==> config.mk <==
export PLATFORM = sky130hd
export DESIGN_NAME = cu_done_tracker
export DESIGN_NICKNAME = d
export VERILOG_FILES = /design/src/cu_pkg.sv /design/src/cu_done_tracker.sv
export SDC_FILE = /design/constraint.sdc
export NUM_CORES = 1
export LEC_CHECK = 0
export BUFFER_PORTS_ARGS = -buffer_cell sky130_fd_sc_hd__buf_4
export CORE_ASPECT_RATIO = 0.6
export CORE_UTILIZATION = 52
export DETAILED_ROUTE_END_ITERATION = 10
export PLACE_DENSITY = 0.81
export SYNTH_ARGS = -nofsm -noshare
export SYNTH_HDL_FRONTEND = slang
export SYNTH_SLANG_ARGS = --single-unit
==> constraint.sdc <==
create_clock -name clock -period 1.65 [get_ports clock]
set_input_delay 0.2475 -clock clock [delete_from_list [all_inputs] [get_ports clock]]
set_output_delay 0.2475 -clock clock [all_outputs]
set_load 0.005 [all_outputs]
==> src/cu_pkg.sv <==
`default_nettype none

package cu_pkg;

	// field widths
	localparam int ADDR_BITS   = 64;
	localparam int DATA_BITS   = 64;
	localparam int CU_ID_BITS  = 8;
	localparam int VERTEX_BITS = 32;
	localparam int EDGE_BITS   = 32;

	// the configuration word is a single 64-bit field
	// any nonzero value arms the unit
	localparam int CONFIG_BITS = 64;

	typedef logic [ADDR_BITS-1:0]   addr_t;
	typedef logic [DATA_BITS-1:0]   data_t;
	typedef logic [CU_ID_BITS-1:0]  cu_id_t;
	typedef logic [VERTEX_BITS-1:0] vertex_count_t;
	typedef logic [EDGE_BITS-1:0]   edge_count_t;
	typedef logic [CONFIG_BITS-1:0] config_word_t;

	// tag owned by the vertex job side
	// every other tag routes to the algorithm side
	localparam cu_id_t VERTEX_CONTROL_ID = 8'd0;

	// read command sources: 0 vertex job, 1 algorithm
	localparam int NUM_READ_SOURCES = 2;

endpackage

`default_nettype wire

==> src/cu_done_tracker.sv <==
`timescale 1ns/1ps
`default_nettype none

module cu_done_tracker (
	input  wire logic                  clock,
	input  wire logic                  rstn_core,
	input  wire logic                  enabled,
	input  wire logic                  cu_ready,
	input  wire cu_pkg::vertex_count_t num_vertices,
	input  wire cu_pkg::edge_count_t   num_edges,
	input  wire cu_pkg::vertex_count_t vertex_done,
	input  wire cu_pkg::vertex_count_t vertex_filtered,
	input  wire cu_pkg::edge_count_t   edge_done,
	output logic                       cu_done,
	output cu_pkg::vertex_count_t      return_vertices,
	output cu_pkg::edge_count_t        return_edges
);

	import cu_pkg::*;

	vertex_count_t vertex_total;
	edge_count_t   edge_total;
	logic          totals_match;

	// filtered vertices count as processed
	always_ff @(posedge clock or negedge rstn_core) begin
		if (!rstn_core) begin
			vertex_total <= '0;
			edge_total   <= '0;
		end else if (enabled) begin
			vertex_total <= vertex_done + vertex_filtered;
			edge_total   <= edge_done;
		end
	end

	////////////////////////////////////////////////
	// compare against the job, then report
	////////////////////////////////////////////////

	always_ff @(posedge clock or negedge rstn_core) begin
		if (!rstn_core) begin
			totals_match    <= 1'b0;
			cu_done         <= 1'b0;
			return_vertices <= '0;
			return_edges    <= '0;
		end else if (enabled) begin
			totals_match    <= cu_ready && (vertex_total == num_vertices) &&
				(edge_total == num_edges);
			cu_done         <= totals_match;
			return_vertices <= vertex_total;
			return_edges    <= edge_total;
		end
	end

endmodule

`default_nettype wire

==> qor.txt <==
Worst path slowest cell -> fa_2
Vias per inst -> 5.62
Delay-heaviest family, CP -> compound AO/OA/AOI/OAI gates
Worst Path Buf+Inv -> 1
Post-synthesis simple-gate area fraction -> 0.0795
IO Pins -> 229
Hold Violations, Final -> 0
CTS tree -> done
DRC -> 0
# diodes -> 0
Clock Sinks -> 130
Crit-path cells -> buf_8 > ha_4 > fa_2 > a211oi_4 > o21bai_2 > o22ai_4 > o21ai_2 > a221oi_2 > xnor2_1 > mux2_4
NetSw -> 3.78 mW
Max clock buf depth -> 2
Initial antenna violation count -> 0
RSZ-0062 raised after global routing -> true
Share of flip-flops with an asynchronous set or reset -> 1.00
Worst path max stage delay -> 0.40 ns
# setup viols final -> 24
Critical Path AT -> 2.29 ns
HPWL reported at the end of detailed placement -> 19.7 mm
Final worst path period share -> 1.20
Area contributors post-synth -> dfrtp_1, mux2_2, ha_1
Gp weighted congestion -> 0.975
Fill count -> 778
Syn Inst Count -> 663
Hold_ws -> 0.0458 ns
Initial DRC Count -> 428
Layout area overhead -> 54.8%
CP Class -> in -> reg
Worst vdd ir -> 782 µV
PortBufs -> 228
Synth area leader -> dfrtp_1
Die width -> 156 µm
Post-route cell area -> 11400 µm²
Worst Tran Pin Value -> 0.501 ns
Syn. warnings -> 0
Post-synthesis xor/xnor area fraction -> 0.0807
First-pass GRT wire length -> 38.8 mm
DR vias -> 6879
Layout Nets -> 1214
Compound-Gate Fraction of Synth Area -> 0.134
Internal power -> 8.26 mW
#FFs+latches synth -> 130
Required time of the critical path -> 1.95 ns
Syn nets -> 859
Most frequent cells in the layout -> buf_4, dfrtp_1, mux2_2, xor2_1
Worst slew margin -> 0.664
Antenna viol nets, final -> 0
Row count -> 33
Final Max Tran Viols -> 0
Global-route usage over all layers -> 0.358
Setup TNS -> -4.61 ns
Post-synth EDFFs -> 0
Total power -> 12.0 mW
Share of power burned in registers -> 0.357
Worst-Skew Late Latency -> 0.42 ns
Most common cell after layout, fill and taps aside -> buf_4
TritonCTS buffer count -> 17
Mapped Area -> 7380 µm²
Clock network fraction of total power -> 0.322
Clk pin slew, worst setup/hold paths -> 0.06 ns
H-tree depth -> 4
Initial Util -> 0.537
Core area -> 13700 µm²
Switching part of the total power -> 0.314
Die area -> 14700 µm²
Logic pwr share -> 0.321
Final setup margin -> -0.337 ns
Type of origin of the critical path -> input port
Root buffer cell -> clkbuf_16
Power Density -> 1050 nW/µm²
Violated checks -> negative setup slack
Peak fanout along the critical path -> 4
Share of the synthesized area in the top cell type -> 0.441
Vias in the first global route -> 7090
Clk_skew -> 0.00794 ns
Number of distinct library cells after synthesis -> 63
Sequential fraction of the synthesis area -> 0.441
Max cap viols -> 0
Leak Pwr -> 5.25 nW
Top_reg_cell synth -> dfrtp_1
Wirelength, routed -> 25.7 mm
Min-delay worst type -> in -> reg
Main combinational cell family by area after synthesis -> multiplexers
Die Span Y -> 94.3 µm
DP Area -> 10500 µm²
Fmax -> 503 MHz
Synthesized-area fraction occupied by adder cells -> 0.0553
Mux share of post-synthesis cell area -> 0.176
Gr ovfl total -> 0
Syn Area/Cell -> 11.1 µm²
Crit end category -> flop
Detailed-router iteration count before antenna repair -> 5
Largest net degree at the start of global routing -> 55
Final min period -> 1.99 ns
Layout cell share with drive strength beyond 1 -> 0.565
Routed length per instance -> 21.0 µm
Status -> finished with violations
power by group through the flow:
stage          combinational [mW]  sequential, mW  clock, mW
2_1_floorplan                1.65            4.21          0
3_3_place_gp                 3.52            4.27          0
3_5_place_dp                 3.62            4.32          0
4_1_cts                      3.77            4.29       3.90
5_1_grt                      4.10            4.36       4.03
6_report                     3.86            4.30       3.88
worst paths after layout:
kind,from,cells past startpoint,to,slack (ns)
max,vertex_filtered[0],10,vertex_total[14],-0.34
min,edge_done[26],3,edge_total[26],0.05
max reg2reg,vertex_total[2],7,totals_match,-0.12
min reg2reg,return_vertices[21],1,return_vertices[21],0.51
max in group asynchronous,rstn_core,3,return_vertices[2],0.77
min in group asynchronous,rstn_core,2,vertex_total[9],0.27
cell usage after synthesis (11+ instances only):
cell type,number
nand2_1,36
o21ai_0,23
mux2_2,112
inv_1,27
dfrtp_1,130
xor2_1,34
a21oi_1,34
xnor2_1,34
nand4_1,17
nor2_1,18
clkbuf_1,15
ha_1,31
o22ai_1,11
repair_timing:
item                                    4_1_cts  5_1_grt
pin swaps                                    13        9
resized for setup                            38       13
hold buffers                                  1        0
hold endpoints to repair                     67        0
buffers inserted                              0        2
endpoints found under the setup margin       25       26
kinds of logic (layout without fill, tap and decap cells):
group           Yosys count  in the layout
compound gates          140            140
xor+xnor                 68             68
fa+ha+maj                32             32
buf+inv                  59            427
flops                   130            130
mux                     116            116
simple gates            118            118
registers in the layout (all words and copies together) (netlist names):
signal           flops
edge_total          32
return_vertices     32
cu_done              1
totals_match         1
vertex_total        32
return_edges        32
cell type report:
class                           count  area (µm²)  share of cell area
Clock buffer                       18         429              0.0376
Clock inverter                     14         168              0.0147
Inverter                           27         101             0.00887
Multi-Input combinational cell    474        4380               0.383
Sequential cell                   130        3250               0.285
Tap cell                          192         240              0.0210
Timing Repair Buffer              368        2860               0.250
worst reg2reg max path, stage by stage (launching register included):
cell	delay, ns
dfrtp_1	0.40
inv_1	0.15
o22ai_1	0.11
nor4_2	0.31
nand4_1	0.18
a2111oi_4	0.25
buf_4	0.16
a32o_1	0.14
per-layer routing:
layer / track usage / part of all wire / up-vias
met5: 0 / 0 / -
met4: 0.106 / 0.021 / 0
met3: 0.0964 / 0.077 / 46
met2: 0.579 / 0.47 / 309
met1: 0.471 / 0.44 / 3393
li1: - / - / 3131
through the flow:
step / util / instances / setup WS [ns]
detailed placement: 0.765 / 1188 / -0.793
CTS: 0.824 / 1221 / -0.314
finish: 0.831 / 1223 / -0.337
floorplan: - / 663 / -0.490
global route: 0.831 / 1223 / -0.378
global placement: 0.765 / 1188 / -0.718
(Power assumes the default switching activity.)
