`src/cu_pkg.sv`:
```
`default_nettype none

package cu_pkg;

	// field widths
	localparam int ADDR_BITS   = 64;
	localparam int DATA_BITS   = 64;
	localparam int CU_ID_BITS  = 8;
	localparam int VERTEX_BITS = 32;
	localparam int EDGE_BITS   = 32;

	// the configuration word is a single 64-bit field
	// any nonzero value arms the unit
	localparam int CONFIG_BITS = 64;

	typedef logic [ADDR_BITS-1:0]   addr_t;
	typedef logic [DATA_BITS-1:0]   data_t;
	typedef logic [CU_ID_BITS-1:0]  cu_id_t;
	typedef logic [VERTEX_BITS-1:0] vertex_count_t;
	typedef logic [EDGE_BITS-1:0]   edge_count_t;
	typedef logic [CONFIG_BITS-1:0] config_word_t;

	// tag owned by the vertex job side
	// every other tag routes to the algorithm side
	localparam cu_id_t VERTEX_CONTROL_ID = 8'd0;

	// read command sources: 0 vertex job, 1 algorithm
	localparam int NUM_READ_SOURCES = 2;

endpackage

`default_nettype wire

```
`src/cu_response_router.sv`:
```
`timescale 1ns/1ps
`default_nettype none

module cu_response_router (
	input  wire logic           clock,
	input  wire logic           rstn_core,
	input  wire logic           rstn_input,
	input  wire logic           enabled,
	input  wire logic           response_valid,
	input  wire cu_pkg::cu_id_t response_cu_id,
	input  wire cu_pkg::data_t  response_payload,
	input  wire logic           data_valid,
	input  wire cu_pkg::cu_id_t data_cu_id,
	input  wire cu_pkg::data_t  data_payload,
	output logic                vertex_response_valid,
	output cu_pkg::data_t       vertex_response_payload,
	output logic                algorithm_response_valid,
	output cu_pkg::data_t       algorithm_response_payload,
	output logic                vertex_data_valid,
	output cu_pkg::data_t       vertex_data_payload,
	output logic                algorithm_data_valid,
	output cu_pkg::data_t       algorithm_data_payload
);

	import cu_pkg::*;

	// lane 0 is the read response, lane 1 the read data
	localparam int NUM_LANES = 2;

	logic   lane_valid      [NUM_LANES];
	cu_id_t lane_cu_id      [NUM_LANES];
	data_t  lane_payload    [NUM_LANES];
	logic   latched_valid   [NUM_LANES];
	cu_id_t latched_cu_id   [NUM_LANES];
	data_t  latched_payload [NUM_LANES];
	logic   vertex_valid    [NUM_LANES];
	logic   algorithm_valid [NUM_LANES];
	data_t  steered_payload [NUM_LANES];

	assign lane_valid[0]   = response_valid;
	assign lane_cu_id[0]   = response_cu_id;
	assign lane_payload[0] = response_payload;
	assign lane_valid[1]   = data_valid;
	assign lane_cu_id[1]   = data_cu_id;
	assign lane_payload[1] = data_payload;

	for (genvar i = 0; i < NUM_LANES; i++) begin : g_lane

		////////////////////////////////////////////////
		// stage 1 latches the input
		////////////////////////////////////////////////

		always_ff @(posedge clock or negedge rstn_input) begin
			if (!rstn_input) begin
				latched_valid[i] <= 1'b0;
			end else begin
				latched_valid[i] <= enabled && lane_valid[i];
			end
		end

		always_ff @(posedge clock) begin
			latched_cu_id[i]   <= lane_cu_id[i];
			latched_payload[i] <= lane_payload[i];
		end

		////////////////////////////////////////////////
		// stage 2 steers by tag
		////////////////////////////////////////////////

		always_ff @(posedge clock or negedge rstn_core) begin
			if (!rstn_core) begin
				vertex_valid[i]    <= 1'b0;
				algorithm_valid[i] <= 1'b0;
			end else if (enabled && latched_valid[i]) begin
				vertex_valid[i]    <= (latched_cu_id[i] == VERTEX_CONTROL_ID);
				algorithm_valid[i] <= (latched_cu_id[i] != VERTEX_CONTROL_ID);
			end else begin
				vertex_valid[i]    <= 1'b0;
				algorithm_valid[i] <= 1'b0;
			end
		end

		// both sides see the same payload and only the valid picks the owner
		always_ff @(posedge clock) begin
			steered_payload[i] <= latched_payload[i];
		end

		// each side only carries items whose tag it owns, so never both at once
		a_vertex_owned: assert property (@(posedge clock) disable iff (!rstn_core)
			vertex_valid[i] |->
				$past(lane_valid[i] && (lane_cu_id[i] == VERTEX_CONTROL_ID), 2));
		a_algorithm_owned: assert property (@(posedge clock) disable iff (!rstn_core)
			algorithm_valid[i] |->
				$past(lane_valid[i] && (lane_cu_id[i] != VERTEX_CONTROL_ID), 2));
	end

	assign vertex_response_valid      = vertex_valid[0];
	assign vertex_response_payload    = steered_payload[0];
	assign algorithm_response_valid   = algorithm_valid[0];
	assign algorithm_response_payload = steered_payload[0];
	assign vertex_data_valid          = vertex_valid[1];
	assign vertex_data_payload        = steered_payload[1];
	assign algorithm_data_valid       = algorithm_valid[1];
	assign algorithm_data_payload     = steered_payload[1];

endmodule

`default_nettype wire

```
`config.mk`:
```
export PLATFORM = sky130hd
export DESIGN_NAME = cu_response_router
export DESIGN_NICKNAME = d
export VERILOG_FILES = /design/src/cu_pkg.sv /design/src/cu_response_router.sv
export SDC_FILE = /design/constraint.sdc
export NUM_CORES = 1
export LEC_CHECK = 0
export ABC_AREA = 1
export BUFFER_PORTS_ARGS = -buffer_cell sky130_fd_sc_hd__buf_4
export CORE_AREA = 2 2 158 160
export DETAILED_ROUTE_END_ITERATION = 12
export DIE_AREA = 0 0 160 162
export PLACE_DENSITY = 0.66
export SKIP_CTS_REPAIR_TIMING = 1
export SLEW_MARGIN = 15
export SYNTH_ARGS = -nofsm -noshare
export SYNTH_HDL_FRONTEND = slang
export SYNTH_SLANG_ARGS = --single-unit
export TNS_END_PERCENT = 5
```
`constraint.sdc`:
```
create_clock -name clock -period 0.8 [get_ports clock]
set_input_delay 0.16 -clock clock [delete_from_list [all_inputs] [get_ports clock]]
set_output_delay 0.16 -clock clock [all_outputs]
set_load 0.02 [all_outputs]
```
==> run_results.csv <==
group,metric,value,unit
global_routing,grt_pass1_wl,22830,microns
finish,fin_nets,1041,
power,leakagePower,5.746,nW
synthesis,synthMostInstantiatedCell,"dfxtp_1",
placement,place_inst,1035,
synthesis,yosysUniqueCellTypes,7,
sta,timing.final.max_slew_violations,0,
drt,drt_pass1_iterations,4,
synthesis,synth_common_cells,"dfxtp_1, buf_4, nor2_1",
sta,fin_crit_sh,152.1,%
drt,first_iter_violations,136,
critical_path,cp-start-kind,"flop",
finish,final_cell_area,12530,sq um
synthesis,ys_warn_count,0,
critical_path,worst-setup-path-type,"reg -> out",
drt,wirelength,19730,microns
finish,final.fill_count,1898,
synthesis,synth_area,6659,sq um
sta,worstMarginPinSlew,0.2099,ns
finish,stdcell_count,1237,
power,power_density,2638,nW/um^2
drt,postRouteAntennaNets,0,
critical_path,rr_worst_depth,4,
sta,relSlewSlack,85.96,%
critical_path,cp-startpoint,"algorithm_data_valid",
hold_path,hold_class,"in -> reg",
synthesis,yosysSeqAreaShare,84.03,%
finish,area.growth.synth_to_final,88.12,%
placement,port_buffers,409,
die,num_io_pins,410,
placement,dp_hpwl,12710,microns
critical_path,endpoint,"algorithm_data_valid",
critical_path,cp_num_buf_inv,1,
clock_tree,cts.clk_slew.worst_paths,0.07,ns
sta,min_period,1.217,ns
synthesis,synthCells,430,
clock_tree,clock_latency,0.53,ns
drt,dr_total_vias,4541,
sta,finalHoldViolations,0,
global_routing,track_usage,11.65,%
clock_tree,cts_buffer_depth,3,
synthesis,synth_seq_cells,278,
critical_path,cp.required,0.64,ns
sta,setup-violations-final,260,
finish,drive_gt1_share,62.94,%
placement,dpl_cell_area,9174,sq um
critical_path,end_kind,"primary output",
placement,gp_congestion,0.7500,
synthesis,synthArstFlopShare,2.158,%
synthesis,syn_nets,580,
critical_path,r2r_end,"algorithm_response_valid",
sta,setup_ws,-0.4170,ns
critical_path,cp_top_family,"flip-flops",
die,die_w,160,microns
synthesis,ys.flop_type,"dfxtp_1",
critical_path,path_max_fanout,1,
synthesis,synth_area_leaders,"dfxtp_1, buf_4, dfrtp_1",
global_routing,grt_antenna_before_repair,2,
synthesis,synth.top_cell.area_share,81.77,%
clock_tree,root_buffer,"clkbuf_16",
global_routing,grt_pass1_vias,3962,
critical_path,cp_slowest_cell,"dfrtp_1",
die,initial_core_util,27.62,%
clock_tree,cts_buffers,27,
placement,pre_cts_ws,0.06891,ns
die,rows,57,
drt,drc,0,
power,vdd_drop_max,1.712,mV
status,violations,"setup timing",
global_routing,grt_overflow,0,
global_routing,grt_max_degree,16,
hold_path,min-delay-start,"response_payload[38]",
sta,max_freq,0.8217,GHz
synthesis,synth_edf_count,0,
die,core_area,24110,sq um
die,dieArea,25920,sq um
sta,clock-skew-final,0.02032,ns
power,fin_total_pwr,0.03304,W
critical_path,cp.depth,1,
drt,viasPerCell,3.671,
clock_tree,cts.sinks,278,
die,die_h,162,microns
clock_tree,htree_levels,1,
sta,rsz0062_at_grt,"true",
synthesis,yosys.area.top_type,"dfxtp_1",
clock_tree,cts_tree,"done",
critical_path,cp_slowest_stage_delay,0.40,ns
status,status,"finished with violations",
critical_path,crit_chain,"buf_6",
run,maxCapViolCount,0,
synthesis,synth.avg_cell_area,15.49,sq um
critical_path,r2r_start,"latched_cu_id[0][5]",
critical_path,critPathArrivalTime,1.06,ns
drt,wire_per_inst,15.95,microns
critical_path,r2r_slack,0.04,ns
metal layers:
metal / vias up / share of wire [%] / global-route usage, %
met1: 2095 / 35 / 12.02
met4: 0 / 3.1 / 4.095
li1: 2125 / - / -
met3: 47 / 9.4 / 5.363
met2: 274 / 53 / 20.88
met5: - / 0 / 0
logic make-up (layout without fill, tap and decap cells):
family        after synthesis  count (layout)  synth area share (%)
flops                     278             278                 84.03
simple gates               22              22                 1.428
buf+inv                   130             612                 14.54
other cells                 0               1                     0
state kept, by name (all words and copies together) (netlist names):
register,flops
latched_payload,128
steered_payload,128
latched_cu_id,16
latched_valid,2
algorithm_data_valid,1
algorithm_response_valid,1
vertex_data_valid,1
vertex_response_valid,1
power by group:
part | total, W | internal [W] | leakage [nW] | switching (W)
registers | 0.0151 | 0.0146 | 2.38 | 0.000434
clock network | 0.0145 | 0.00916 | 0.515 | 0.00534
logic | 0.00348 | 0.00202 | 2.85 | 0.00146
total | 0.0330 | 0.0258 | 5.75 | 0.00723
metrics by stage:
step                      hold slack, ns  utilization [%]  setup TNS [ns]
after floorplan                  -0.1356                -               0
after global placement          -0.05790            38.06               0
after detailed placement        -0.05649            38.06               0
after CTS                        -0.6056            42.39         -107.36
after global routing              0.2427            51.97         -105.77
final                             0.2606            51.97          -94.46
how the worst min path moves through the flow:
stage	to	slack (ns)	cells after the start
global route	latched_payload[0][117]	0.24	2
floorplan	algorithm_data_valid	-0.14	0
CTS	latched_valid[1]	-0.61	1
finish	latched_payload[0][38]	0.26	2
detailed placement	latched_valid[1]	-0.06	1
global placement	latched_valid[1]	-0.06	1
layout make-up:
cell class / count / area [sq um] / area share [%]
inverter: 2 / 7.507 / 0.05993
multi-input combinational: 22 / 95.09 / 0.7591
sequential: 278 / 5772 / 46.07
timing repair buffer: 560 / 5201 / 41.52
tap: 324 / 405.4 / 3.236
clock inverter: 19 / 312.8 / 2.497
clock buffer: 31 / 730.7 / 5.833
antenna: 1 / 2.502 / 0.01998
placed cells by master (no fill, tap or decap), drive strengths merged:
master	count
buf	409
dfxtp	272
dlygate4sd3	151
clkbuf	31
nor2	12
nand2	8
bufinv	8
clkinv	8
dfrtp	6
inv	4
nor3	2
diode	1
clkinvlp	1
Note: power is estimated with default switching activity, not from simulation.
