File: src/cu_pkg.sv
`default_nettype none

package cu_pkg;

	// field widths
	localparam int ADDR_BITS   = 64;
	localparam int DATA_BITS   = 64;
	localparam int CU_ID_BITS  = 8;
	localparam int VERTEX_BITS = 32;
	localparam int EDGE_BITS   = 32;

	// the configuration word is a single 64-bit field
	// any nonzero value arms the unit
	localparam int CONFIG_BITS = 64;

	typedef logic [ADDR_BITS-1:0]   addr_t;
	typedef logic [DATA_BITS-1:0]   data_t;
	typedef logic [CU_ID_BITS-1:0]  cu_id_t;
	typedef logic [VERTEX_BITS-1:0] vertex_count_t;
	typedef logic [EDGE_BITS-1:0]   edge_count_t;
	typedef logic [CONFIG_BITS-1:0] config_word_t;

	// tag owned by the vertex job side
	// every other tag routes to the algorithm side
	localparam cu_id_t VERTEX_CONTROL_ID = 8'd0;

	// read command sources: 0 vertex job, 1 algorithm
	localparam int NUM_READ_SOURCES = 2;

endpackage

`default_nettype wire

File: src/cu_config_regs.sv
`timescale 1ns/1ps
`default_nettype none

module cu_config_regs (
	input  wire logic                  clock,
	input  wire logic                  rstn_input,
	input  wire logic                  enabled_in,
	input  wire logic                  job_valid,
	input  wire cu_pkg::vertex_count_t job_num_vertices,
	input  wire cu_pkg::edge_count_t   job_num_edges,
	input  wire cu_pkg::config_word_t  config_in,
	output logic                       enabled,
	output logic                       cu_ready,
	output cu_pkg::vertex_count_t      num_vertices,
	output cu_pkg::edge_count_t        num_edges,
	output cu_pkg::config_word_t       cu_status
);

	import cu_pkg::*;

	logic         job_latched;
	config_word_t config_word;

	always_ff @(posedge clock or negedge rstn_input) begin
		if (!rstn_input) begin
			enabled     <= 1'b0;
			job_latched <= 1'b0;
			config_word <= '0;
			cu_status   <= '0;
		end else begin
			enabled <= enabled_in;
			if (enabled) begin
				if (job_valid) begin
					job_latched <= 1'b1;
				end
				// an all zero word leaves the last setting in place
				if (|config_in) begin
					config_word <= config_in;
				end
				cu_status <= config_word;
			end
		end
	end

	// job descriptor
	always_ff @(posedge clock) begin
		if (enabled && job_valid) begin
			num_vertices <= job_num_vertices;
			num_edges    <= job_num_edges;
		end
	end

	assign cu_ready = (|config_word) && job_latched;

endmodule

`default_nettype wire

File: config.mk
export PLATFORM = sky130hd
export DESIGN_NAME = cu_config_regs
export DESIGN_NICKNAME = d
export VERILOG_FILES = /design/src/cu_pkg.sv /design/src/cu_config_regs.sv
export SDC_FILE = /design/constraint.sdc
export NUM_CORES = 1
export LEC_CHECK = 0
export ABC_AREA = 1
export BUFFER_PORTS_ARGS = -buffer_cell sky130_fd_sc_hd__buf_2
export CORE_MARGIN = 2
export CORE_UTILIZATION = 43
export CTS_CLUSTER_DIAMETER = 60
export DETAILED_ROUTE_END_ITERATION = 12
export PLACE_DENSITY = 0.69
export SLEW_MARGIN = 20
export SYNTH_ARGS = -nofsm -noshare
export SYNTH_HDL_FRONTEND = slang
export SYNTH_SLANG_ARGS = --single-unit
File: constraint.sdc
create_clock -name clock -period 3.3 [get_ports clock]
set_input_delay 0.33 -clock clock [delete_from_list [all_inputs] [get_ports clock]]
set_output_delay 0.33 -clock clock [all_outputs]
set_load 0.005 [all_outputs]
==> summary.md, run 1 <==
| Metric | Value |
|---|---|
| Seq cells post-synth | 194 |
| YS warnings | 0 |
| Worst-path fanout max | 94 |
| Post-layout util | 56.5% |
| GRT Resource Usage Total | 19.5% |
| Worst path depth | 4 |
| Final cycle utilization of the critical path | 64.4% |
| Post-Syn Nets | 729 |
| # DRC | 0 |
| VDD IR max | 421 uV |
| PnR worst setup slack | 1.18 ns |
| Critical path class | reg2reg |
| Cell Pwr Density | 577 nW/um2 |
| Worst Tran Pin Value | 0.754 ns |
| Clock slew at reported path FFs | 0.07 ns |
| Clock skew | 0.0112 ns |
| CP Capture Type | flip-flop |
| I/O pins | 262 |
| Syn avg cell area | 12.4 um2 |
| Mapped Cells | 597 |
| Clock Path Buffers | 2 |
| Routability Congestion | 0.768 |
| Pre-antenna DRT Iters | 5 |
| CP peak stage delay | 0.74 ns |
| Routed len/inst | 16.2 um |
| Req. time, crit path | 3.61 ns |
| Htree depth | 4 |
| Place WS | 1.17 ns |
| Initial DRC count | 350 |
| Reg2reg end | config_word[20]$_DFFE_PN0P_ |
| Fmax | 0.471 GHz |
| Std-Cell Rows | 47 |
| CTS tree | yes |
| Detailed placement HPWL | 12,400 um |
| Horiz. Die Dim | 135 um |
| Die height | 135 um |
| Total number of vias | 5,298 |
| Power consumption | 0.00544 W |
| CTS root buffer | clkbuf_16 |
| Post-route ant nets | 0 |
| Worst r2r src | enabled$_DFF_PN0_ |
| Die ar. | 18,200 um2 |
| Core ar. | 16,700 um2 |
| Footprint of the multi-input gates | 1990 um2 |
| Crit path cell chain | buf_12 -> nand2_4 -> nand2_1 -> nand2_1 |
| Max Slew Vio Count | 0 |
| Sequential cell area | 5180 um2 |
| Number of vias per cell | 4.86 |
| Starting density of the core | 44.2% |
| Worst Hold Launch | enabled_in |
| Post-synth cell types | 15 |
| Synth-to-Final Area Change | 27.8% |
| Hold violation total from the final report | 0 |
| Sequential share of the synthesized area | 70.1% |
| Clk_lat worst skew | 0.43 ns |
| Nets | 987 |
| Port Buffer Count | 261 |
| Arr. time, crit path | 2.43 ns |
| Worst path bufs/invs | 1 |
| Area after DPL | 8830 um2 |
| Final setup fails | 0 |
| Relative slew slack | 49.7% |
| Global-route wire length before repair | 27,400 um |
| # clock sinks | 194 |
| Post-CTS Setup Repair Bufs | 0 |
| RSZ-0062 raised after global routing | no |
| LEAKAGE | 4.54 nW |
| CP max stage cell | dfrtp_4 |
| Netlist Area Pre-Place | 7380 um2 |
| Setup crit end | config_word[20]$_DFFE_PN0P_ |
| Outcome | finished clean |
| Pin count of the biggest net entering global routing | 95 |
| GRT overflow | 0 |
| R2R Setup Slk | 1.18 ns |
| WL final | 17,600 um |
| Vias in the first global route | 5,212 |
| Reg2Reg Depth | 4 |
| Initial antenna violation count | 1 |
| Share of post-route cells with drive strength above 1 | 42.1% |
| Post-route cell area | 9430 um2 |
| CP delay by family, top | simple AND/OR/NAND/NOR gates |
| Most frequent CP cell | nand2_1 |
| # fillers | 1,448 |
| Worst setup SP type | flip-flop |
| Total CTS buffers | 17 |
| CP startpoint | enabled$_DFF_PN0_ |
| Worst hold path class | in2reg |
| Max_cap viols | 0 |
| Setup TNS | 0 ns |
| Minimum clock period | 2.12 ns |
==> Yosys cell counts <==
cell type    n  area (um2)
nand2_1    159         597
dfrtp_1    130        3250
nor2_1      77         289
nand3_1     65         325
edfxtp_1    64        1920
mux2_2      64         721
buf_6       13         146
buf_2        8        40.0
buf_1        6        22.5
nand4_1      4        25.0
inv_1        2        7.51
nor3_1       2        10.0
a21oi_1      1        5.00
nand2_4      1        11.3
or2_2        1        6.26
==> power by group <==
| part | switching, W | internal, W |
|---|---|---|
| clock | 0.000967 | 0.00108 |
| sequential | 0.000125 | 0.00270 |
| combinational | 0.000276 | 0.000294 |
==> repair_timing <==
action / in CTS / in global routing
hold buffers: 1 / 0
endpoints found under the hold margin: 77 / 0
resized for setup: 0 / 0
==> placed cells by master, fill, tap and decap left out, drive strengths merged, types with 2 or more instances in the layout <==
master | synthesis | routed
mux2 | 64 | 64
nor2 | 77 | 77
diode | 0 | 2
edfxtp | 64 | 64
nand4 | 4 | 4
nand2 | 160 | 160
dfrtp | 130 | 130
nand3 | 65 | 65
clkinvlp | 0 | 2
inv | 2 | 11
buf | 27 | 265
nor3 | 2 | 2
clkinv | 0 | 2
clkbuf | 0 | 18
==> how the worst min path moves through the flow <==
stage	to	cells after the start	slack [ns]
2_1_floorplan	config_word[0]$_DFFE_PN0P_	0	0.03
3_3_place_gp	cu_status[51]$_DFFE_PN0P_	1	0.42
3_5_place_dp	cu_status[51]$_DFFE_PN0P_	1	0.43
4_1_cts	enabled$_DFF_PN0_	1	0.005
5_1_grt	enabled$_DFF_PN0_	1	0.001
6_report	enabled$_DFF_PN0_	1	0.02
==> worst reg2reg max path, cell delays in order, from the launching register on <==
cell,delay [ns]
dfrtp_4,0.74
buf_12,0.43
nand2_4,0.51
nand2_1,0.24
nand2_1,0.09
==> through the flow <==
stage               std cells  hold WS, ns
finish                   1090       0.0177
global route             1088      0.00113
CTS                      1088      0.00540
detailed placement       1055        0.429
global placement         1055        0.424
floorplan                 597       0.0344
==> per-layer routing <==
metal	vias up	part of all wire, %	GRT usage (%)
met5	-	0.062	0
met4	2	1.2	5.61
met3	17	8.7	5.82
met2	188	49	33.1
met1	2563	41	24.5
li1	2528	-	-
==> layout make-up <==
class	instances	area share, %
sequential	194	54.9
multi-input combinational	374	21.1
timing repair buffer	266	14.7
clock buffer	18	4.55
tap	220	2.92
clock inverter	14	1.63
inverter	2	0.0796
antenna	2	0.0531
==> logic make-up after synthesis <==
group	after synthesis	share of synthesized area, %
buf+inv	29	2.93
flops	194	70.1
compound gates	1	0.0677
mux	64	9.76
simple gates	309	17.1
==> flip-flops by register name, summed over array words and instances (netlist names) <==
signal / flops
num_edges: 32
config_word: 64
cu_status: 64
enabled: 1
num_vertices: 32
job_latched: 1
Note: power is estimated with default switching activity, not from simulation.
==> run 2: changes to the inputs <==
Settings changed: PLACE_DENSITY 0.69 to 0.71.
Clock period 3.3 ns to 1.82 ns, I/O delays scaled along.
==> summary.md, run 2 (same netlist as run 1, synthesis figures left out) <==
| Metric | Value |
|---|---|
| Detailed placement HPWL | 13,200 um (was 12,400 um) |
| VDD IR max | 614 uV (was 421 uV) |
| Total CTS buffers | 17 (unchanged) |
| Power consumption | 0.0100 W (was 0.00544 W) |
| Critical path class | reg2out (was reg2reg) |
| Footprint of the multi-input gates | 2040 um2 (was 1990 um2) |
| Clock slew at reported path FFs | 0.07 ns (about the same) |
| Minimum clock period | 1.78 ns |
| Initial antenna violation count | 0 (was 1) |
| Crit path cell chain | nor2_1 -> nand4_1 -> or2_4 -> nor2_2 -> a21oi_1 -> buf_2 (was buf_12 -> nand2_4 -> nand2_1 -> nand2_1) |
| Die height | 135 um (unchanged) |
| Arr. time, crit path | 1.60 ns (was 2.43 ns) |
| CP max stage cell | dfrtp_1 (was dfrtp_4) |
| Reg2reg end | cu_status[22]$_DFFE_PN0P_ (was config_word[20]$_DFFE_PN0P_) |
| Port Buffer Count | 261 (unchanged) |
| Setup TNS | 0 ns (unchanged) |
| Worst hold endpoint | config_word[26]$_DFFE_PN0P_ (was enabled$_DFF_PN0_) |
| CTS root buffer | clkbuf_16 (unchanged) |
| Worst hold path class | in2reg (unchanged) |
| Pre-antenna DRT Iters | 4 (was 5) |
| Commonest non-fill, non-tap cells in the layout | buf_2 (260), nand2_1 (157), dfrtp_1 (129) (was buf_2 (260), nand2_1 (158), dfrtp_1 (129)) |
| Synth-to-Final Area Change | 43.1% (was 27.8%) |
| Core ar. | 16,700 um2 (unchanged) |
| Top Registers | config_word: 64 flops, cu_status: 64 flops (unchanged) |
| Std-Cell Rows | 47 (unchanged) |
| Cell Pwr Density | 950 nW/um2 (was 577 nW/um2) |
| GRT Resource Usage Total | 22.6% (was 19.5%) |
| R2R Setup Slk | 0.44 ns (was 1.18 ns) |
| CP peak stage delay | 0.40 ns (was 0.74 ns) |
| Area after DPL | 8920 um2 (was 8830 um2) |
| Final setup fails | 0 (unchanged) |
| Net Switching | 0.00250 W (was 0.00137 W) |
| Post-route cell area | 10,600 um2 (was 9430 um2) |
| Number of vias per cell | 4.86 (about the same) |
| CP Capture Type | output pin (was flip-flop) |
| Outcome | finished clean (unchanged) |
| Hold Path Depth | 3 (was 1) |
| Worst r2r src | enabled$_DFF_PN0_ (unchanged) |
| Worst setup SP type | flip-flop (unchanged) |
| WL final | 20,400 um (was 17,600 um) |
| Switch share | 24.9% (was 25.1%) |
| Clock skew | 0.00943 ns (was 0.0112 ns) |
| Routed len/inst | 17.1 um (was 16.2 um) |
| CTS tree | yes (unchanged) |
| Sequential cell area | 5180 um2 (unchanged) |
| Final cycle utilization of the critical path | 97.9% |
| Max_cap viols | 0 (unchanged) |
| Max Slew Vio Count | 0 (unchanged) |
| Worst Tran Pin Value | 0.714 ns (was 0.754 ns) |
| Share of power burned in registers | 51.1% (was 52.0%) |
| Initial DRC count | 285 (was 350) |
| Reg2Reg Depth | 2 (was 4) |
| Post-route ant nets | 0 (unchanged) |
| Fmax | 0.561 GHz |
| Nets | 1,092 (was 987) |
| I/O pins | 262 (unchanged) |
| Req. time, crit path | 1.64 ns (was 3.61 ns) |
| Pin count of the biggest net entering global routing | 129 (was 95) |
| LEAKAGE | 5.00 nW (was 4.54 nW) |
| Routability Congestion | 0.827 (was 0.768) |
| Relative slew slack | 52.4% (was 49.7%) |
| Comb pwr share | 12.6% (was 10.5%) |
| Starting density of the core | 44.2% (unchanged) |
| # DRC | 0 (unchanged) |
| GRT overflow | 0 (unchanged) |
| Worst-path fanout max | 3 (was 94) |
| Horiz. Die Dim | 135 um (unchanged) |
| Clk_lat worst skew | 0.42 ns (was 0.43 ns) |
| Hold violation total from the final report | 0 (unchanged) |
| # fillers | 1,278 (was 1,448) |
| Vias in the first global route | 5,916 (was 5,212) |
| Fin Hold WS | 0.0169 ns (was 0.0177 ns) |
| Worst Hold Launch | config_in[26] (was enabled_in) |
| Die ar. | 18,200 um2 (unchanged) |
| Global-route wire length before repair | 31,300 um (was 27,400 um) |
| Htree depth | 4 (unchanged) |
| # clock sinks | 194 (unchanged) |
| Clock Path Buffers | 2 (unchanged) |
| Leading cell type in the layout, fill and taps excluded | buf_2 (unchanged) |
| Share of post-route cells with drive strength above 1 | 39.1% (was 42.1%) |
| Clk network pwr share | 36.2% (was 37.5%) |
| Internal power | 0.00754 W (was 0.00407 W) |
| RSZ-0062 raised after global routing | yes (was no) |
| Total number of vias | 5,807 (was 5,298) |
==> run 2: through the flow <==
| stage | worst slack, ns | std cells | utilization, % |
|---|---|---|---|
| floorplan | -0.227 | 597 | - |
| global placement | 0.154 | 1058 | 53.4 |
| detailed placement | 0.124 | 1058 | 53.4 |
| CTS | -0.00365 | 1190 | 63.0 |
| global route | -0.0894 | 1193 | 63.2 |
| finish | 0.0390 | 1194 | 63.3 |
==> run 2: how the worst max path moves through the flow <==
stage | from | endpoint | slack [ns] | cells past startpoint
floorplan | enabled$_DFF_PN0_ | num_edges[0]$_DFFE_PP_ | -0.23 | 4
global placement | config_in[1] | config_word[62]$_DFFE_PN0P_ | 0.15 | 11
detailed placement | config_in[1] | config_word[9]$_DFFE_PN0P_ | 0.12 | 11
CTS | config_word[51]$_DFFE_PN0P_ | cu_ready | -0.004 | 7
global route | config_word[51]$_DFFE_PN0P_ | cu_ready | -0.09 | 7
finish | config_word[18]$_DFFE_PN0P_ | cu_ready | 0.04 | 6
==> run 2: layer usage <==
layer | track usage (%) | wire length (um)
met1 | 26.2 | 8150
met2 | 39.4 | 10300
met3 | 6.98 | 1360
met4 | 8.74 | 620
met5 | 0 | 0
==> run 2: worst max-delay path, delay by kind of cell (launching register included) <==
kind            cells  cell delay, ns
buf+inv             1            0.14
flops               1            0.40
compound gates      1            0.06
simple gates        4            0.58
==> run 2: layout make-up <==
cell class              instances  share of cell area (%)
flip-flops and latches        194                    49.0
repair buffers                371                    23.4
multi-input cells             374                    19.3
clock buffers                  18                    4.06
well taps                     220                    2.61
clock inverters                14                    1.44
inverters                       2                   0.107
diodes                          1                  0.0237
==> run 2: repair_timing <==
action / in CTS / in global routing
resized for setup: 6 / 4
buffers inserted: 1 / 2
setup endpoints to repair: 1 / 54
pin swaps: 6 / 3
hold buffers: 99 / 1
endpoints found under the hold margin: 228 / 1
==> run 2: power by group through the flow <==
stage               Combinational, W  Sequential (W)  Clock (W)
floorplan                   0.000464         0.00519          0
global placement             0.00106         0.00520          0
detailed placement           0.00108         0.00521          0
CTS                          0.00126         0.00513    0.00374
global route                 0.00140         0.00517    0.00392
finish                       0.00127         0.00513    0.00363
